==> config.mk <==
export PLATFORM = sky130hd
export DESIGN_NAME = decode_top
export DESIGN_NICKNAME = d
export VERILOG_FILES = /design/src/decode_pkg.sv /design/src/imm_gen.sv /design/src/alu_op_decoder.sv /design/src/instr_decoder.sv /design/src/decode_pipe_reg.sv /design/src/decode_top.sv
export VERILOG_INCLUDE_DIRS = /design/src
export SDC_FILE = /design/constraint.sdc
export NUM_CORES = 1
export LEC_CHECK = 0
export ABC_AREA = 1
export BUFFER_PORTS_ARGS = -buffer_cell sky130_fd_sc_hd__buf_4
export CORE_AREA = 4 4 110 139
export CTS_BUF_LIST = sky130_fd_sc_hd__clkbuf_8 sky130_fd_sc_hd__clkbuf_16
export CTS_CLUSTER_DIAMETER = 150
export CTS_CLUSTER_SIZE = 28
export DETAILED_ROUTE_END_ITERATION = 16
export DIE_AREA = 0 0 114 143
export PLACE_DENSITY = 0.78
export RECOVER_POWER = 50
export SETUP_SLACK_MARGIN = 0.4
export SLEW_MARGIN = 40
export SYNTH_ARGS = -nofsm -noshare
export SYNTH_HDL_FRONTEND = slang
export SYNTH_HIERARCHICAL = 1
export SYNTH_SLANG_ARGS = --single-unit
==> constraint.sdc <==
create_clock -name clk -period 15.17 [get_ports clk]
set_clock_uncertainty 0.2 [all_clocks]
set_input_delay 3.034 -clock clk [delete_from_list [all_inputs] [get_ports clk]]
set_output_delay 3.034 -clock clk [all_outputs]
set_load 0.005 [all_outputs]
==> src/decode_cfg.svh <==
`ifndef DECODE_CFG_SVH
`define DECODE_CFG_SVH

`define DEC_XLEN        32
`define DEC_NUM_WARPS   4
`define DEC_NUM_THREADS 4
`define DEC_UUID_W      16

// Major opcodes
`define DEC_OPC_LUI     7'b0110111
`define DEC_OPC_AUIPC   7'b0010111
`define DEC_OPC_JAL     7'b1101111
`define DEC_OPC_JALR    7'b1100111
`define DEC_OPC_B       7'b1100011
`define DEC_OPC_L       7'b0000011
`define DEC_OPC_S       7'b0100011
`define DEC_OPC_I       7'b0010011
`define DEC_OPC_R       7'b0110011
`define DEC_OPC_FENCE   7'b0001111
`define DEC_OPC_SYS     7'b1110011
`define DEC_OPC_EXT1    7'b0001011  // Warp control (custom-0)

// System call funct12 codes
`define DEC_F12_ECALL   12'h000
`define DEC_F12_EBREAK  12'h001
`define DEC_F12_URET    12'h002
`define DEC_F12_SRET    12'h102
`define DEC_F12_MRET    12'h302

`endif

==> src/decode_pkg.sv <==
`include "decode_cfg.svh"

package decode_pkg;

    typedef logic [31:0]                          instr_t;
    typedef logic [`DEC_XLEN-1:0]                 word_t;
    typedef logic [4:0]                           reg_num_t;
    typedef logic [$clog2(`DEC_NUM_WARPS)-1:0]    wid_t;
    typedef logic [`DEC_NUM_THREADS-1:0]          tmask_t;
    typedef logic [`DEC_UUID_W-1:0]               uuid_t;
    typedef logic [3:0]                           op_t;

    typedef enum logic [1:0] {
        EX_ALU,
        EX_LSU,
        EX_SFU
    } ex_type_e;

    typedef enum logic {
        ALU_ARITH,
        ALU_BRANCH
    } alu_xtype_e;

    typedef enum logic [3:0] {
        ALU_ADD, ALU_SUB, ALU_SLL, ALU_SLT, ALU_SLTU, ALU_XOR,
        ALU_SRL, ALU_SRA, ALU_OR, ALU_AND, ALU_LUI, ALU_AUIPC
    } alu_op_e;

    typedef enum logic [3:0] {
        BR_BEQ, BR_BNE, BR_BLT, BR_BGE, BR_BLTU, BR_BGEU, BR_JAL, BR_JALR,
        BR_ECALL, BR_EBREAK, BR_URET, BR_SRET, BR_MRET
    } br_op_e;

    // Warp control ops follow funct3 order, CSR ops follow funct3[1:0]
    typedef enum logic [3:0] {
        SFU_TMC, SFU_WSPAWN, SFU_SPLIT, SFU_JOIN, SFU_BAR, SFU_PRED,
        SFU_CSRRW, SFU_CSRRS, SFU_CSRRC
    } sfu_op_e;

    localparam op_t LSU_FENCE = 4'hF;  // Loads/stores use {is_store, funct3}

    typedef struct packed {
        word_t      imm;       // ALU imm, LSU offset or CSR imm
        logic       use_imm;
        logic       use_pc;
        alu_xtype_e xtype;
        logic       is_store;
        logic [11:0] csr_addr;
        logic       is_neg;    // SPLIT/PRED predicate inversion
    } op_args_t;

    typedef struct packed {
        uuid_t  uuid;
        wid_t   wid;
        tmask_t tmask;
        word_t  pc;
        instr_t instr;
    } fetch_t;

    typedef struct packed {
        uuid_t    uuid;
        wid_t     wid;
        tmask_t   tmask;
        word_t    pc;
        ex_type_e ex_type;
        op_t      op_type;
        op_args_t op_args;
        logic     wb;
        logic [1:0] used_rs;   // {rs2, rs1}
        reg_num_t rd;
        reg_num_t rs1;
        reg_num_t rs2;
    } decode_t;

    typedef struct packed {
        wid_t wid;
        logic unlock;
    } sched_t;

endpackage

==> src/imm_gen.sv <==
`timescale 1ns/1ns
`include "decode_cfg.svh"

module imm_gen import decode_pkg::*; (
    input  instr_t instr,
    output word_t  imm
);

    logic [6:0]  opcode;
    logic [2:0]  funct3;
    logic [11:0] i_imm;
    logic [11:0] s_imm;
    logic [12:0] b_imm;
    logic [20:0] j_imm;

    assign opcode = instr[6:0];
    assign funct3 = instr[14:12];
    assign i_imm  = instr[31:20];
    assign s_imm  = {instr[31:25], instr[11:7]};
    assign b_imm  = {instr[31], instr[7], instr[30:25], instr[11:8], 1'b0};
    assign j_imm  = {instr[31], instr[19:12], instr[20], instr[30:21], 1'b0};

    always_comb begin
        case (opcode)
            `DEC_OPC_I: begin
                if (funct3[1:0] == 2'b01)
                    imm = word_t'(instr[24:20]);  // Shift amount only
                else
                    imm = {{(`DEC_XLEN-12){i_imm[11]}}, i_imm};
            end
            `DEC_OPC_JALR,
            `DEC_OPC_L:     imm = {{(`DEC_XLEN-12){i_imm[11]}}, i_imm};
            `DEC_OPC_S:     imm = {{(`DEC_XLEN-12){s_imm[11]}}, s_imm};
            `DEC_OPC_B:     imm = {{(`DEC_XLEN-13){b_imm[12]}}, b_imm};
            `DEC_OPC_JAL:   imm = {{(`DEC_XLEN-21){j_imm[20]}}, j_imm};
            `DEC_OPC_LUI,
            `DEC_OPC_AUIPC: imm = word_t'({instr[31:12], 12'h000});
            `DEC_OPC_SYS: begin
                // CSR immediate is the rs1 field, system calls link pc+4
                imm = (funct3[1:0] != 2'b00) ? word_t'(instr[19:15]) : word_t'(4);
            end
            default:        imm = '0;
        endcase
    end

endmodule

==> src/alu_op_decoder.sv <==
`timescale 1ns/1ns
`include "decode_cfg.svh"

module alu_op_decoder import decode_pkg::*; (
    input  instr_t instr,
    output op_t    alu_op,
    output op_t    br_op,
    output op_t    sys_op
);

    logic [2:0]  funct3;
    logic [11:0] funct12;
    logic        alt;      // funct7[5]
    logic        is_rtype;

    assign funct3   = instr[14:12];
    assign funct12  = instr[31:20];
    assign alt      = instr[30];
    assign is_rtype = (instr[6:0] == `DEC_OPC_R);

    always_comb begin
        case (funct3)
            3'h0:    alu_op = (is_rtype && alt) ? op_t'(ALU_SUB) : op_t'(ALU_ADD);
            3'h1:    alu_op = op_t'(ALU_SLL);
            3'h2:    alu_op = op_t'(ALU_SLT);
            3'h3:    alu_op = op_t'(ALU_SLTU);
            3'h4:    alu_op = op_t'(ALU_XOR);
            3'h5:    alu_op = alt ? op_t'(ALU_SRA) : op_t'(ALU_SRL);
            3'h6:    alu_op = op_t'(ALU_OR);
            default: alu_op = op_t'(ALU_AND);
        endcase
    end

    always_comb begin
        case (funct3)
            3'h1:    br_op = op_t'(BR_BNE);
            3'h4:    br_op = op_t'(BR_BLT);
            3'h5:    br_op = op_t'(BR_BGE);
            3'h6:    br_op = op_t'(BR_BLTU);
            3'h7:    br_op = op_t'(BR_BGEU);
            default: br_op = op_t'(BR_BEQ);  // Reserved codes filtered upstream
        endcase
    end

    always_comb begin
        case (funct12)
            `DEC_F12_EBREAK: sys_op = op_t'(BR_EBREAK);
            `DEC_F12_URET:   sys_op = op_t'(BR_URET);
            `DEC_F12_SRET:   sys_op = op_t'(BR_SRET);
            `DEC_F12_MRET:   sys_op = op_t'(BR_MRET);
            default:         sys_op = op_t'(BR_ECALL);
        endcase
    end

endmodule

==> src/instr_decoder.sv <==
`timescale 1ns/1ns
`include "decode_cfg.svh"

module instr_decoder import decode_pkg::*; (
    input  fetch_t  fetch_data,
    output decode_t dec_data,
    output logic    unlock
);

    instr_t      instr;
    logic [6:0]  opcode;
    logic [2:0]  funct3;
    logic [6:0]  funct7;
    logic [11:0] funct12;
    reg_num_t    rd_f;
    reg_num_t    rs1_f;
    reg_num_t    rs2_f;

    word_t    imm;
    op_t      alu_op;
    op_t      br_op;
    op_t      sys_op;

    ex_type_e ex_type;
    op_t      op_type;
    op_args_t op_args;
    logic     use_rd;
    logic     use_rs1;
    logic     use_rs2;
    logic     is_wstall;
    logic     sys_call_ok;

    assign instr   = fetch_data.instr;
    assign opcode  = instr[6:0];
    assign funct3  = instr[14:12];
    assign funct7  = instr[31:25];
    assign funct12 = instr[31:20];
    assign rd_f    = instr[11:7];
    assign rs1_f   = instr[19:15];
    assign rs2_f   = instr[24:20];

    assign sys_call_ok = (funct3 == 3'h0) &&
                         (funct12 == `DEC_F12_ECALL || funct12 == `DEC_F12_EBREAK ||
                          funct12 == `DEC_F12_URET  || funct12 == `DEC_F12_SRET ||
                          funct12 == `DEC_F12_MRET);

    imm_gen u_imm_gen (
        .instr (instr),
        .imm   (imm)
    );

    alu_op_decoder u_alu_op_decoder (
        .instr  (instr),
        .alu_op (alu_op),
        .br_op  (br_op),
        .sys_op (sys_op)
    );

    always_comb begin
        // Anything not matched below stays a plain ADD with no side effects
        ex_type   = EX_ALU;
        op_type   = op_t'(ALU_ADD);
        op_args   = '0;
        use_rd    = 1'b0;
        use_rs1   = 1'b0;
        use_rs2   = 1'b0;
        is_wstall = 1'b0;

        case (opcode)
            `DEC_OPC_R: begin
                if (funct7 == 7'h00 || (funct7 == 7'h20 && funct3 inside {3'h0, 3'h5})) begin
                    op_type = alu_op;
                    {use_rd, use_rs1, use_rs2} = 3'b111;
                end
            end
            `DEC_OPC_I: begin
                op_type = alu_op;
                op_args.use_imm = 1'b1;
                op_args.imm     = imm;
                {use_rd, use_rs1} = 2'b11;
            end
            `DEC_OPC_LUI, `DEC_OPC_AUIPC: begin
                op_type = (opcode == `DEC_OPC_LUI) ? op_t'(ALU_LUI) : op_t'(ALU_AUIPC);
                op_args.use_imm = 1'b1;
                op_args.use_pc  = (opcode == `DEC_OPC_AUIPC);
                op_args.imm     = imm;
                use_rd = 1'b1;
            end
            `DEC_OPC_JAL, `DEC_OPC_JALR: begin
                op_type = (opcode == `DEC_OPC_JAL) ? op_t'(BR_JAL) : op_t'(BR_JALR);
                op_args.xtype   = ALU_BRANCH;
                op_args.use_imm = 1'b1;
                op_args.use_pc  = (opcode == `DEC_OPC_JAL);
                op_args.imm     = imm;
                use_rd    = 1'b1;
                use_rs1   = (opcode == `DEC_OPC_JALR);
                is_wstall = 1'b1;
            end
            `DEC_OPC_B: begin
                if (funct3[2:1] != 2'b01) begin
                    op_type = br_op;
                    op_args.xtype   = ALU_BRANCH;
                    op_args.use_imm = 1'b1;
                    op_args.use_pc  = 1'b1;
                    op_args.imm     = imm;
                    {use_rs1, use_rs2} = 2'b11;
                    is_wstall = 1'b1;
                end
            end
            `DEC_OPC_L: begin
                if (funct3 != 3'h3 && funct3[2:1] != 2'b11) begin  // LB..LHU only
                    ex_type = EX_LSU;
                    op_type = {1'b0, funct3};
                    op_args.imm = imm;
                    {use_rd, use_rs1} = 2'b11;
                end
            end
            `DEC_OPC_S: begin
                if (!funct3[2] && funct3 != 3'h3) begin
                    ex_type = EX_LSU;
                    op_type = {1'b1, funct3};
                    op_args.is_store = 1'b1;
                    op_args.imm      = imm;
                    {use_rs1, use_rs2} = 2'b11;
                end
            end
            `DEC_OPC_FENCE: begin
                ex_type = EX_LSU;
                op_type = LSU_FENCE;
            end
            `DEC_OPC_SYS: begin
                if (funct3[1:0] != 2'b00) begin
                    ex_type = EX_SFU;
                    // CSRRW/S/C sit in funct3[1:0] order
                    op_type = op_t'(SFU_CSRRW) + op_t'(funct3[1:0] - 2'd1);
                    op_args.csr_addr = funct12;
                    op_args.use_imm  = funct3[2];
                    op_args.imm      = funct3[2] ? imm : '0;
                    use_rd  = 1'b1;
                    use_rs1 = ~funct3[2];
                end else if (sys_call_ok) begin
                    op_type = sys_op;
                    op_args.xtype   = ALU_BRANCH;
                    op_args.use_imm = 1'b1;
                    op_args.use_pc  = 1'b1;
                    op_args.imm     = imm;
                    use_rd    = 1'b1;
                    is_wstall = 1'b1;
                end
            end
            `DEC_OPC_EXT1: begin
                if (funct7 == 7'h00 && funct3 < 3'h6) begin
                    ex_type   = EX_SFU;
                    op_type   = op_t'(SFU_TMC) + op_t'(funct3);
                    is_wstall = 1'b1;
                    use_rs1   = 1'b1;
                    case (funct3)
                        3'h1, 3'h4: use_rs2 = 1'b1;  // WSPAWN, BAR
                        3'h2: begin                  // SPLIT
                            use_rd = 1'b1;
                            op_args.is_neg = rs2_f[0];
                        end
                        3'h5: begin                  // PRED
                            use_rs2 = 1'b1;
                            op_args.is_neg = rd_f[0];
                        end
                        default: ;
                    endcase
                end
            end
            default: ;
        endcase
    end

    assign dec_data.uuid    = fetch_data.uuid;
    assign dec_data.wid     = fetch_data.wid;
    assign dec_data.tmask   = fetch_data.tmask;
    assign dec_data.pc      = fetch_data.pc;
    assign dec_data.ex_type = ex_type;
    assign dec_data.op_type = op_type;
    assign dec_data.op_args = op_args;
    assign dec_data.wb      = use_rd && (rd_f != '0);  // No write to x0
    assign dec_data.used_rs = {use_rs2, use_rs1};
    assign dec_data.rd      = use_rd  ? rd_f  : '0;
    assign dec_data.rs1     = use_rs1 ? rs1_f : '0;
    assign dec_data.rs2     = use_rs2 ? rs2_f : '0;

    assign unlock = ~is_wstall;

endmodule

==> src/decode_pipe_reg.sv <==
`timescale 1ns/1ns

module decode_pipe_reg import decode_pkg::*; (
    input  logic    clk,
    input  logic    arst_n,
    input  logic    in_valid,
    input  decode_t in_data,
    input  logic    unlock,
    output logic    in_ready,
    output logic    out_valid,
    output decode_t out_data,
    input  logic    out_ready,
    output logic    sched_valid,
    output sched_t  sched_data
);

    logic fire;

    // Register is free when empty or draining this cycle
    assign in_ready = ~out_valid | out_ready;
    assign fire     = in_valid & in_ready;

    always_ff @(posedge clk or negedge arst_n) begin
        if (!arst_n) begin
            out_valid <= 1'b0;
        end else if (in_ready) begin
            out_valid <= in_valid;
        end
    end

    always_ff @(posedge clk) begin
        if (fire) begin
            out_data <= in_data;
        end
    end

    // Scheduler notice on acceptance
    assign sched_valid = fire;
    assign sched_data  = '{wid: in_data.wid, unlock: unlock};

endmodule

==> src/decode_top.sv <==
`timescale 1ns/1ns

module decode_top import decode_pkg::*; (
    input  logic    clk,
    input  logic    arst_n,
    input  logic    fetch_valid,
    input  fetch_t  fetch_data,
    output logic    fetch_ready,
    output logic    decode_valid,
    output decode_t decode_data,
    input  logic    decode_ready,
    output logic    sched_valid,
    output sched_t  sched_data
);

    decode_t dec_data;
    logic    unlock;

    instr_decoder u_instr_decoder (
        .fetch_data (fetch_data),
        .dec_data   (dec_data),
        .unlock     (unlock)
    );

    decode_pipe_reg u_decode_pipe_reg (
        .clk         (clk),
        .arst_n      (arst_n),
        .in_valid    (fetch_valid),
        .in_data     (dec_data),
        .unlock      (unlock),
        .in_ready    (fetch_ready),
        .out_valid   (decode_valid),
        .out_data    (decode_data),
        .out_ready   (decode_ready),
        .sched_valid (sched_valid),
        .sched_data  (sched_data)
    );

endmodule

Yosys cells after proc, flatten, opt, wreduce, memory -nomap -nowiden
Cells that the tools add are included.
Storage, ports and cells
  register bits: 128
  latch bits: 0
  bits in writable memories: 0
  memory bits (read-only): 0
  bits of input ports: 90
  output and inout port bits: 133
  word-level logic and storage cells: 133
  memories: 0
Cells by class
  add/sub/neg operators: 2
  $mul: 0
  divide/modulo/power cells: 0
  magnitude comparators: 1
  equal/unequal tests: 28
  shift operators: 0
  muxes and demuxes: 52
  bitwise logic cells: 5
  reduce and logical (&&, ||, !) cells: 26
Operator list (number)
  $pmux 32 s7: 1
  $pmux 32 s5: 1
  $mux 32: 4
  $mux 35: 2
  $pmux 4 s10: 1
  $mux 33: 1
  $eq 7x6->1 const B: 4
  $eq 7x7->1 const B: 4
  $pmux 4 s7: 1
  $mux 1: 19
  $mux 4: 4
  $pmux 3 s5: 1
  $eq 7x4->1 const B: 2
  $eq 7x5->1 const B: 2
  $eq 12x1->1 const B: 1
  $eq 12x10->1 const B: 1
  $eq 12x2->1 const B: 1
  $eq 12x9->1 const B: 1
  $eq 3x3->1 const B: 4
  $logic_not 12->1: 1
  $pmux 1 s4: 3
  $pmux 3 s4: 1
  $pmux 2 s5: 1
  $mux 3: 3
  30 further kinds: 50

Logic depth before layout (Yosys ltp)
Gate-level depths: netlist (run 1).
  depth in word-level cells: 10
  depth in mapped cells: 12
  gate-level depth less buffers: 12

Hierarchy
The synthesis (run 1) kept the hierarchy.
Modules (own cells, without submodules)
  decode_pipe_reg: times used 1, cells an instance 136, area each 3881.2 um2, seq. area each 3838.7 um2
  instr_decoder: times used 1, cells an instance 354, area each 1806.7 um2, seq. area each 0.0 um2
  imm_gen: times used 1, cells an instance 201, area each 965.9 um2, seq. area each 0.0 um2
  alu_op_decoder: times used 1, cells an instance 54, area each 230.2 um2, seq. area each 0.0 um2

Worst setup path after synthesis (run 1)
Ideal clock, no wire load.
  kind: input to output
  start point: in fetch_valid
  end point: out sched_valid
  arrival time: 9.261 ns
  required time: 11.936 ns
  slack: 2.675 ns
  cell stages on the path: 2
  path buffers: 0
  path through: inv_1 -> a21oi_1
Between the ends
  word-level cells in the longest chain between the ends: 1
RTL lines
  start: declaration: line decode_top.sv:6  | input logic fetch_valid,
  $and 1x1->1: line decode_pipe_reg.sv:21  | assign fire = in_valid & in_ready;
  end: declaration: line decode_top.sv:12  | output logic sched_valid,
Every way passes these cells.

==> metrics.md, run 1 <==
| Metric | Value |
|---|---|
| Status | `finished with violations` |
| Violated checks | `max-capacitance violations, max-slew violations` |
| Final min period | `7770 ps` |
| Critical path class | `primary input to output pin` |
| Seq cells post-synth | `128` |
| Starting Density | `48.8%` |
| Vias | `5505` |
| Core Region | `14100 um^2` |
| Clock Root Buffer | `clkbuf_16` |
| Area delta synth->final | `27.0%` |
| CP Max Fanout | `10` |
| CTS tree | `done` |
| 1st-iter DRT viols | `399` |
| Largest vdd supply drop | `79.8 uV` |
| Max Freq | `129 MHz` |
| Gpl congestion | `0.889` |
| Via-to-Cell Ratio | `4.98` |
| Cell area after layout | `8740 um^2` |
| Hold Crit Class | `flip-flop to flip-flop` |
| Setup_tns | `0 ps` |
| Routed length per instance | `17.2 um` |
| Crit end category | `output pin` |
| Die Width | `114 um` |
| Max-slew violations | `52` |
| PostCTS Resize Cnt | `0` |
| Final Net Count | `1005` |
| CP Launch Type | `primary input` |
| Ant diodes | `0` |
| Final setup vio count | `0` |
| Crit share post-route | `51.2%` |
| TritonCTS Buffers | `17` |
| Most frequent cells in the layout | `nand2_1 (138), edfxtp_1 (127), clkbuf_4 (106)` |
| Post-Place Worst Slack | `7630 ps` |
| Min-Delay Endpoint | `u_decode_pipe_reg/out_valid` |
| Worst Hold Launch | `u_decode_pipe_reg/out_valid` |
| # rows | `49` |
| Number of setup buffers added after CTS | `0` |
| Crit path DAT | `4540 ps` |
| Netlist Area Pre-Place | `6880 um^2` |
| P per Cell Area | `107 nW/um^2` |
| Sequential area share after synthesis | `55.8%` |
| Pre-Repair DR Iteration Count | `5` |
| Relative slew margins | `-83.6%` |
| Antenna Violating Nets Remaining | `0` |
| Vias in the first global route | `5228` |
| WP data required | `11940 ps` |
| Post-synth EDFFs | `127` |
| Top-area cell type share of the netlist area | `55.4%` |
| Commonest non-fill, non-tap cell in the layout | `nand2_1` |
| Least-Margin Pin Slew | `2750 ps` |
| Final hold violations | `0` |
| Clk sinks | `128` |
| Avg Inst Size Synth | `9.24 um^2` |
| Longest Clk Path Bufs | `2` |
| Reg-to-reg setup timing slack | `11130 ps` |
| Total power | `0.932 mW` |
| IO Pins | `223` |
| Hold-fix buffers, CTS | `0` |
| Async S/R FF share, synth | `0.781%` |
| Clk slew on worst S/H paths | `60 ps` |
| Port Buffer Count | `222` |
| Initial antenna violation count | `0` |
| Die H | `143 um` |
| R2r endpoint | `u_decode_pipe_reg/out_data[56]` |
| DRC viols | `0` |
| Largest net degree at the start of global routing | `78` |
| Synth cell types | `32` |
| Worst-Skew Late Latency | `400 ps` |
| Die area | `16300 um^2` |
| Post-DP Area | `8250 um^2` |
| Area leader, netlist | `edfxtp_1` |
| Gate Count Post-Synth | `745` |
| Max_cap viols | `1` |
| Leak Pwr | `4.23 nW` |
| H-tree depth | `4` |
| Reg-to-Reg Start | `u_decode_pipe_reg/out_valid` |
| Yosys warnings | `6` |
| Main flop type after synthesis | `edfxtp_1` |
| RSZ-0062 raised after global routing | `false` |
| Dpl hpwl | `14.6 mm` |
| Hold path depth | `2` |
| R2R cell count | `3` |
| Mapped Nets | `835` |
| WL final | `19.1 mm` |
| Total grt overflow | `0` |
| Final worst-path setup slack | `7400 ps` |
| Total GRT Usage | `22.8%` |
| Largest cells by area after synthesis | `edfxtp_1 (55%), nand2_1 (7.4%), buf_4 (6.7%), nor2_1 (5.5%), inv_1 (5.2%)` |
| Global-route wire length before repair | `28.1 mm` |
| Share of cells above drive strength 1 | `33.8%` |
[worst max path at each step]
stage / startpoint / end / slack, ps / cells past startpoint
4_1_cts: fetch_data[6] / sched_data[0] / 7620 / 8
3_3_place_gp: fetch_data[6] / sched_data[0] / 7670 / 8
5_1_grt: fetch_data[3] / sched_data[0] / 7260 / 8
6_report: fetch_data[3] / sched_data[0] / 7400 / 8
3_5_place_dp: fetch_data[6] / sched_data[0] / 7630 / 8
2_1_floorplan: fetch_valid / sched_valid / 2670 / 2
[layout make-up]
class	count	area [um^2]
flip-flops and latches	128	3840
fillers	1235	5360
well taps	178	223
inverters	126	477
clock inverters	15	203
repair buffers	225	1600
clock buffers	17	425
multi-input cells	417	1980
[metrics by stage]
| step | hold slack [ps] | util (%) | cells |
|---|---|---|---|
| detailed placement | 410 | 58.5 | 1074 |
| global route | 421 | 62.0 | 1106 |
| finish | 362 | 62.0 | 1106 |
| CTS | 424 | 62.9 | 1106 |
| floorplan | 328 | - | 745 |
| global placement | 373 | 58.4 | 1074 |
[Yosys cell counts, types with 2 or more instances]
master,count
a21oi_1,25
buf_2,5
buf_4,61
buf_6,7
conb_1,2
edfxtp_1,127
inv_1,96
inv_2,28
nand2_1,136
nand2_2,35
nand2_4,2
nand3_1,53
nand3_2,4
nand4_1,25
nor2_1,100
nor2_2,8
nor2_4,4
nor3_1,6
nor3_4,2
o211ai_1,2
o21ai_0,6
[cell families (layout without fill, tap and decap cells)]
family | count (synthesis) | count (layout) | synth area share [%]
AND/OR/NAND/NOR | 380 | 380 | 26.3
buffers and inverters | 200 | 383 | 15.1
flip-flops | 128 | 128 | 55.8
AO/OA/AOI/OAI | 35 | 35 | 2.69
other | 2 | 2 | 0.109
[where the power goes]
part / leakage [nW] / total (mW) / internal, mW / switching [mW]
Sequential: 1.26 / 0.413 / 0.408 / 0.00487
Combinational: 2.66 / 0.0882 / 0.0376 / 0.0506
Clock: 0.311 / 0.430 / 0.277 / 0.153
Total: 4.23 / 0.932 / 0.724 / 0.208
[flip-flops by register name, summed over array words and instances (netlist names)]
signal and cells:
u_decode_pipe_reg/out_valid 1, u_decode_pipe_reg/out_data 127
[critical path, cell delays in order]
cell	delay, ps
clkbuf_1	310
nor2_1	90
nand2_1	240
nor2_1	170
nand4_2	180
inv_1	90
nor3_1	250
buf_4	170
[per-layer routing]
layer  global-route usage [%]  up-vias  share of wire, %
li1                         -     2690                 -
met1                     25.4     2546                36
met2                     41.9      241                53
met3                     4.83       28               7.9
met4                     9.26        0               2.5
met5                        0        -                 0
No activity file was read; power rests on OpenSTA's default activity.
==> run 2, diff against run 1 <==
- ABC_AREA: 1 -> 0
- CORE_AREA: 4 4 110 139 -> 4 4 106 134
- DIE_AREA: 0 0 114 143 -> 0 0 110 138
- PLACE_DENSITY: 0.78 -> 0.79
- clock period: 15.17 -> 7.7 ns (I/O delays scaled with it)
==> run 2 against run 1 <==
The run still ends with max-capacitance violations, max-slew violations left; final area is 6.5% lower; clock power rose by 82%; count of clock-buffer cells in the layout unchanged; critical path depth shrank 1; die area down 6.9%; setup slack got worse by 5500 ps; area after synthesis is 7.5% lower; flip-flop and latch count is the same.
==> metrics.md, run 2 <==
| Metric | Value |
|---|---|
| Status | `finished with violations` |
| Violated checks | `max-capacitance violations, max-slew violations` |
| H-tree depth | `4` |
| Internal | `1.36 mW` |
| PostCTS Resize Cnt | `0` |
| Clk sinks | `128` |
| RSZ-0062 raised after global routing | `false` |
| Critical-path cell list | `clkbuf_1 > nand4b_1 > nor2_1 > nand4_1 > and2_1 > and3_1 > buf_4` |
| Final worst-path setup slack | `1950 ps` |
| Share of cells above drive strength 1 | `35.9%` |
| WP data required | `5960 ps` |
| Antenna Violating Nets Remaining | `0` |
| Worst-Skew Late Latency | `390 ps` |
| CP startpoint | `fetch_data[6]` |
| P per Cell Area | `216 nW/um^2` |
| Clock power frac | `44.3%` |
| Final Net Count | `757` |
| Async S/R FF share, synth | `0.781%` |
| Clk slew on worst S/H paths | `60 ps` |
| Gpl congestion | `0.938` |
| Largest vdd supply drop | `132 uV` |
| Die H | `138 um` |
| Top Registers | `u_decode_pipe_reg/out_data (127), u_decode_pipe_reg/out_valid (1)` |
| CP peak stage delay | `910 ps` |
| Clock Root Buffer | `clkbuf_16` |
| Post-Place Worst Slack | `2570 ps` |
| Critical path class | `primary input to output pin` |
| # rows | `47` |
| Die Width | `110 um` |
| Routed length per instance | `20.7 um` |
| Pre-Repair DR Iteration Count | `6` |
| Longest Clk Path Bufs | `2` |
| IO Pins | `223` |
| Seq cells post-synth | `128` |
| WL final | `17.6 mm` |
| Netlist Area Pre-Place | `6360 um^2` |
| Comb pwr share | `9.6%` |
| Sw frac | `22.8%` |
| Setup_tns | `0 ps` |
| Global-route wire length before repair | `26.3 mm` |
| Least-Margin Pin Slew | `2030 ps` |
| Vias in the first global route | `4626` |
| Crit path DAT | `4020 ps` |
| Crit share post-route | `74.7%` |
| Fill count | `1020` |
| Dpl hpwl | `13.2 mm` |
| Worst Hold Launch | `u_decode_pipe_reg/out_valid` |
| Leak Pwr | `3.34 nW` |
| Starting Density | `49.0%` |
| Cell area after layout | `8180 um^2` |
| Vias | `4663` |
| Max-slew violations | `32` |
| Core Region | `13000 um^2` |
| Hold WS | `339 ps` |
| Post-synth EDFFs | `127` |
| Sw power | `0.403 mW` |
| Post-DP Area | `7740 um^2` |
| TritonCTS Buffers | `17` |
| Ant diodes | `0` |
| CP Launch Type | `primary input` |
| Initial antenna violation count | `1` |
| CTS tree | `done` |
| Relative slew margins | `-35.3%` |
| Via-to-Cell Ratio | `5.49` |
| Area delta synth->final | `28.4%` |
| CP delay by family, top | `simple AND/OR/NAND/NOR gates` |
| Largest cells by area after synthesis | `edfxtp_1 (60%), buf_4 (7.4%), and2_1 (5.3%), a21o_1 (2.5%), a21boi_0 (1.4%)` |
| Reg-to-Reg Start | `u_decode_pipe_reg/out_valid` |
| Sequential area share after synthesis | `60.3%` |
| Yosys warnings | `6` |
| Final core utilization | `62.9%` |
| Mapped Nets | `592` |
| Top-area cell type share of the netlist area | `59.9%` |
| Max Freq | `174 MHz` |
| Final hold violations | `0` |
| Most frequent cell after synthesis | `edfxtp_1` |
| Final setup vio count | `0` |
| Crit-path slowest cell | `clkbuf_1` |
| Die area | `15200 um^2` |
| CP bufs+invs | `2` |
| Port Buffer Count | `222` |
| 1st-iter DRT viols | `488` |
| Max FFs per register | `127` |
| Hold Crit Class | `flip-flop to flip-flop` |
| Synth cell types | `71` |
| Most frequent cells in the layout | `edfxtp_1 (127), clkbuf_4 (117), buf_4 (69)` |
| Crit end category | `output pin` |
| Total GRT Usage | `22.9%` |
| Avg Inst Size Synth | `12.7 um^2` |
| Number of setup buffers added after CTS | `0` |
| Final min period | `5760 ps` |
| Largest net degree at the start of global routing | `62` |
| Top post-synthesis cells by count | `edfxtp_1 (127), buf_4 (63), and2_1 (54), a21o_1 (21), nor2_1 (18)` |
| Max_cap viols | `1` |
| Gate Count Post-Synth | `502` |
| CP Max Fanout | `28` |
| Largest Register | `u_decode_pipe_reg/out_data` |
| Commonest non-fill, non-tap cell in the layout | `edfxtp_1` |
| Total grt overflow | `0` |
| Hold-fix buffers, CTS | `0` |
| Seq pwr share | `46.0%` |
| Main flop type after synthesis | `edfxtp_1` |
| Area leader, netlist | `edfxtp_1` |
| DRC viols | `0` |
==> run 2: power by group through the flow <==
stage / registers (mW) / clock network [mW] / logic [mW]
floorplan: 0.831 / 0 / 0.0791
global placement: 0.827 / 0 / 0.176
detailed placement: 0.828 / 0 / 0.180
CTS: 0.814 / 0.798 / 0.181
global route: 0.816 / 0.839 / 0.185
finish: 0.813 / 0.783 / 0.170
==> run 2: metal layers <==
layer,up-vias,global-route usage (%),wire (um)
met5,-,0,20
met4,2,6.37,269
met3,23,7.09,1540
met2,241,40.6,9370
met1,2273,26.2,6420
li1,2124,-,-
==> run 2: area by class of cell <==
class | instances | area, um^2 | area share (%)
inverters | 13 | 48.8 | 0.597
well taps | 171 | 214 | 2.62
clock inverters | 14 | 155 | 1.90
multi-input cells | 281 | 1940 | 23.7
flip-flops and latches | 128 | 3840 | 47.0
repair buffers | 226 | 1550 | 19.0
clock buffers | 17 | 425 | 5.20
==> run 2: kinds of logic after synthesis <==
family / after synthesis / synth area share [%]
AOI/OAI and AO/OA: 92 / 11.3
DFF: 128 / 60.3
xor gates and xnor gates: 3 / 0.413
and+or+nand+nor: 182 / 18.1
muxes: 2 / 0.334
other: 2 / 0.118
buffers and inverters: 93 / 9.48
==> run 2: stage by stage <==
stage / total power [mW] / cells
6_report: 1.77 / 850
2_1_floorplan: 0.910 / 502
5_1_grt: 1.84 / 850
4_1_cts: 1.79 / 850
3_5_place_dp: 1.01 / 819
3_3_place_gp: 1.00 / 818
==> run 2: worst paths after layout <==
check | slack [ps] | depth (start not counted) | to
min reg2reg | 340 | 2 | u_decode_pipe_reg/out_valid
max in group asynchronous | 6490 | 1 | u_decode_pipe_reg/out_valid
max reg2reg | 4240 | 3 | u_decode_pipe_reg/out_data[18]
min | 340 | 2 | u_decode_pipe_reg/out_valid
max | 1950 | 7 | sched_data[0]
min in group asynchronous | 730 | 1 | u_decode_pipe_reg/out_valid
==> run 2: worst register-to-register path, delay by kind of cell (launching register included) <==
family | cells | cell delay [ps]
DFF | 1 | 370
buffers and inverters | 1 | 810
and+or+nand+nor | 2 | 1610
==> run 3, diff against run 2 <==
- ABC_AREA: 0 -> 1
- CORE_AREA: 4 4 106 134 -> 4 4 115 144
- DIE_AREA: 0 0 110 138 -> 0 0 119 148
- PLACE_DENSITY: 0.79 -> 0.75
- clock period: 7.7 -> 4.9 ns (I/O delays scaled with it)
==> run 3 against run 2 <==
The flow now finishes without violations; register-to-register slack worse by 1300 ps; clock power is 61% higher; sequential share of layout area decreased by 3.0 points; non-clock buffer count decreased by 2; sequential power is 57% higher; critical endpoint unchanged; hold slack lost 190 ps; total power up 59%; wire length rose by 5.7%; global-route usage decreased by 2.1 points; flip-flop and latch count unchanged; largest power group unchanged; critical path depth is 1 higher; final area is 6.7% higher.
==> metrics.md, run 3 (same netlist as run 1, synthesis figures left out) <==
| Metric | Value |
|---|---|
| Die Width | `119 um` |
| Post-Place Worst Slack | `1520 ps` |
| Critical path class | `primary input to output pin` |
| Via-to-Cell Ratio | `4.88` |
| PostCTS Resize Cnt | `0` |
| Leak Pwr | `4.16 nW` |
| Final setup vio count | `0` |
| Worst-Skew Late Latency | `410 ps` |
| Setup_tns | `0 ps` |
| Hold Crit Class | `primary input to async pin` |
| Top Registers | `u_decode_pipe_reg/out_data (127), u_decode_pipe_reg/out_valid (1)` |
| H-tree depth | `4` |
| Max_cap viols | `0` |
| TritonCTS Buffers | `17` |
| Max FFs per register | `127` |
| Placed cell count | `1103` |
| Number of setup buffers added after CTS | `0` |
| Vias in the first global route | `5275` |
| Final worst-path setup slack | `1140 ps` |
| Die H | `148 um` |
| Status | `completed` |
| Share of cells above drive strength 1 | `33.0%` |
| Crit end category | `output pin` |
| Max-slew violations | `0` |
| Port Buffer Count | `222` |
| Crit share post-route | `76.8%` |
| CP Max Fanout | `10` |
| 1st-iter DRT viols | `426` |
| P per Cell Area | `321 nW/um^2` |
| Commonest non-fill, non-tap cell in the layout | `clkbuf_4` |
| IO Pins | `223` |
| Area delta synth->final | `26.8%` |
| Gpl congestion | `0.878` |
| Final hold violations | `0` |
| CTS tree | `done` |
| Clk slew on worst S/H paths | `60 ps` |
| DRC viols | `0` |
| Fill count | `1370` |
| Core Region | `15100 um^2` |
| Most frequent cells in the layout | `clkbuf_4 (146), nand2_1 (138), edfxtp_1 (127)` |
| Max Freq | `266 MHz` |
| Post-Layout Cell Count | `1135` |
| Largest vdd supply drop | `214 uV` |
| Antenna Violating Nets Remaining | `0` |
| Relative slew margins | `51.7%` |
| Die area | `17600 um^2` |
| CP Launch Type | `primary input` |
| Global-route wire length before repair | `28.3 mm` |
| Final Net Count | `1004` |
| Least-Margin Pin Slew | `724 ps` |
| Clk sinks | `128` |
| Hold-fix buffers, CTS | `0` |
| Crit path DAT | `2580 ps` |
| Starting Density | `45.7%` |
| Initial antenna violation count | `0` |
| Total grt overflow | `0` |
| Clock Root Buffer | `clkbuf_16` |
| Longest Clk Path Bufs | `2` |
| Final min period | `3760 ps` |
| # rows | `50` |
| Hold WS | `154 ps` |
| WP data required | `3720 ps` |
| WL final | `18.6 mm` |
| Dpl hpwl | `14.2 mm` |
| Ant diodes | `0` |
| RSZ-0062 raised after global routing | `false` |
| Final core utilization | `57.9%` |
| Pre-Repair DR Iteration Count | `5` |
| Vias | `5543` |
| Largest net degree at the start of global routing | `128` |
| Routed length per instance | `16.4 um` |
| Total GRT Usage | `20.8%` |
| Largest Register | `u_decode_pipe_reg/out_data` |
==> run 3: metrics by stage <==
stage / power, mW / area, um^2
floorplan: 1.43 / 6900
global placement: 1.58 / 8280
detailed placement: 1.59 / 8280
CTS: 2.85 / 8880
global route: 2.91 / 8730
finish: 2.80 / 8730
==> run 3: layer usage <==
layer	vias to the layer above	wire [um]	GRT usage (%)
li1	2684	-	-
met1	2555	6790	22.8
met2	262	9500	36.9
met3	42	1730	5.82
met4	0	588	10.3
met5	-	0	0
==> run 3: where the power goes <==
group	total, mW	switching (mW)	internal (mW)
logic	0.271	0.157	0.114
registers	1.28	0.0136	1.26
clock network	1.26	0.486	0.771
total	2.80	0.656	2.15
==> run 3: final timing paths <==
path,startpoint,to,slack [ps],cells past startpoint
max,fetch_data[3],sched_data[0],1140,8
min,arst_n,u_decode_pipe_reg/out_valid,150,1
max reg2reg,u_decode_pipe_reg/out_valid,u_decode_pipe_reg/out_data[65],2930,2
min reg2reg,u_decode_pipe_reg/out_valid,u_decode_pipe_reg/out_valid,390,2
max in group asynchronous,arst_n,u_decode_pipe_reg/out_valid,4260,1
min in group clk,u_decode_pipe_reg/out_valid,u_decode_pipe_reg/out_valid,390,2
==> run 3: critical path: stages <==
cell      delay, ps
clkbuf_1        190
nor2_1          140
nand2_1         190
nor2_1          340
nand4_1         330
inv_1           180
nor3_1           80
buf_4           130
==> run 3: layout make-up <==
class | count | area [um^2] | share of cell area (%)
flip-flops and latches | 128 | 3840 | 44.0
multi-input cells | 417 | 1990 | 22.8
repair buffers | 224 | 1570 | 18.0
inverters | 126 | 477 | 5.46
clock buffers | 18 | 439 | 5.03
well taps | 208 | 260 | 2.98
clock inverters | 14 | 154 | 1.76
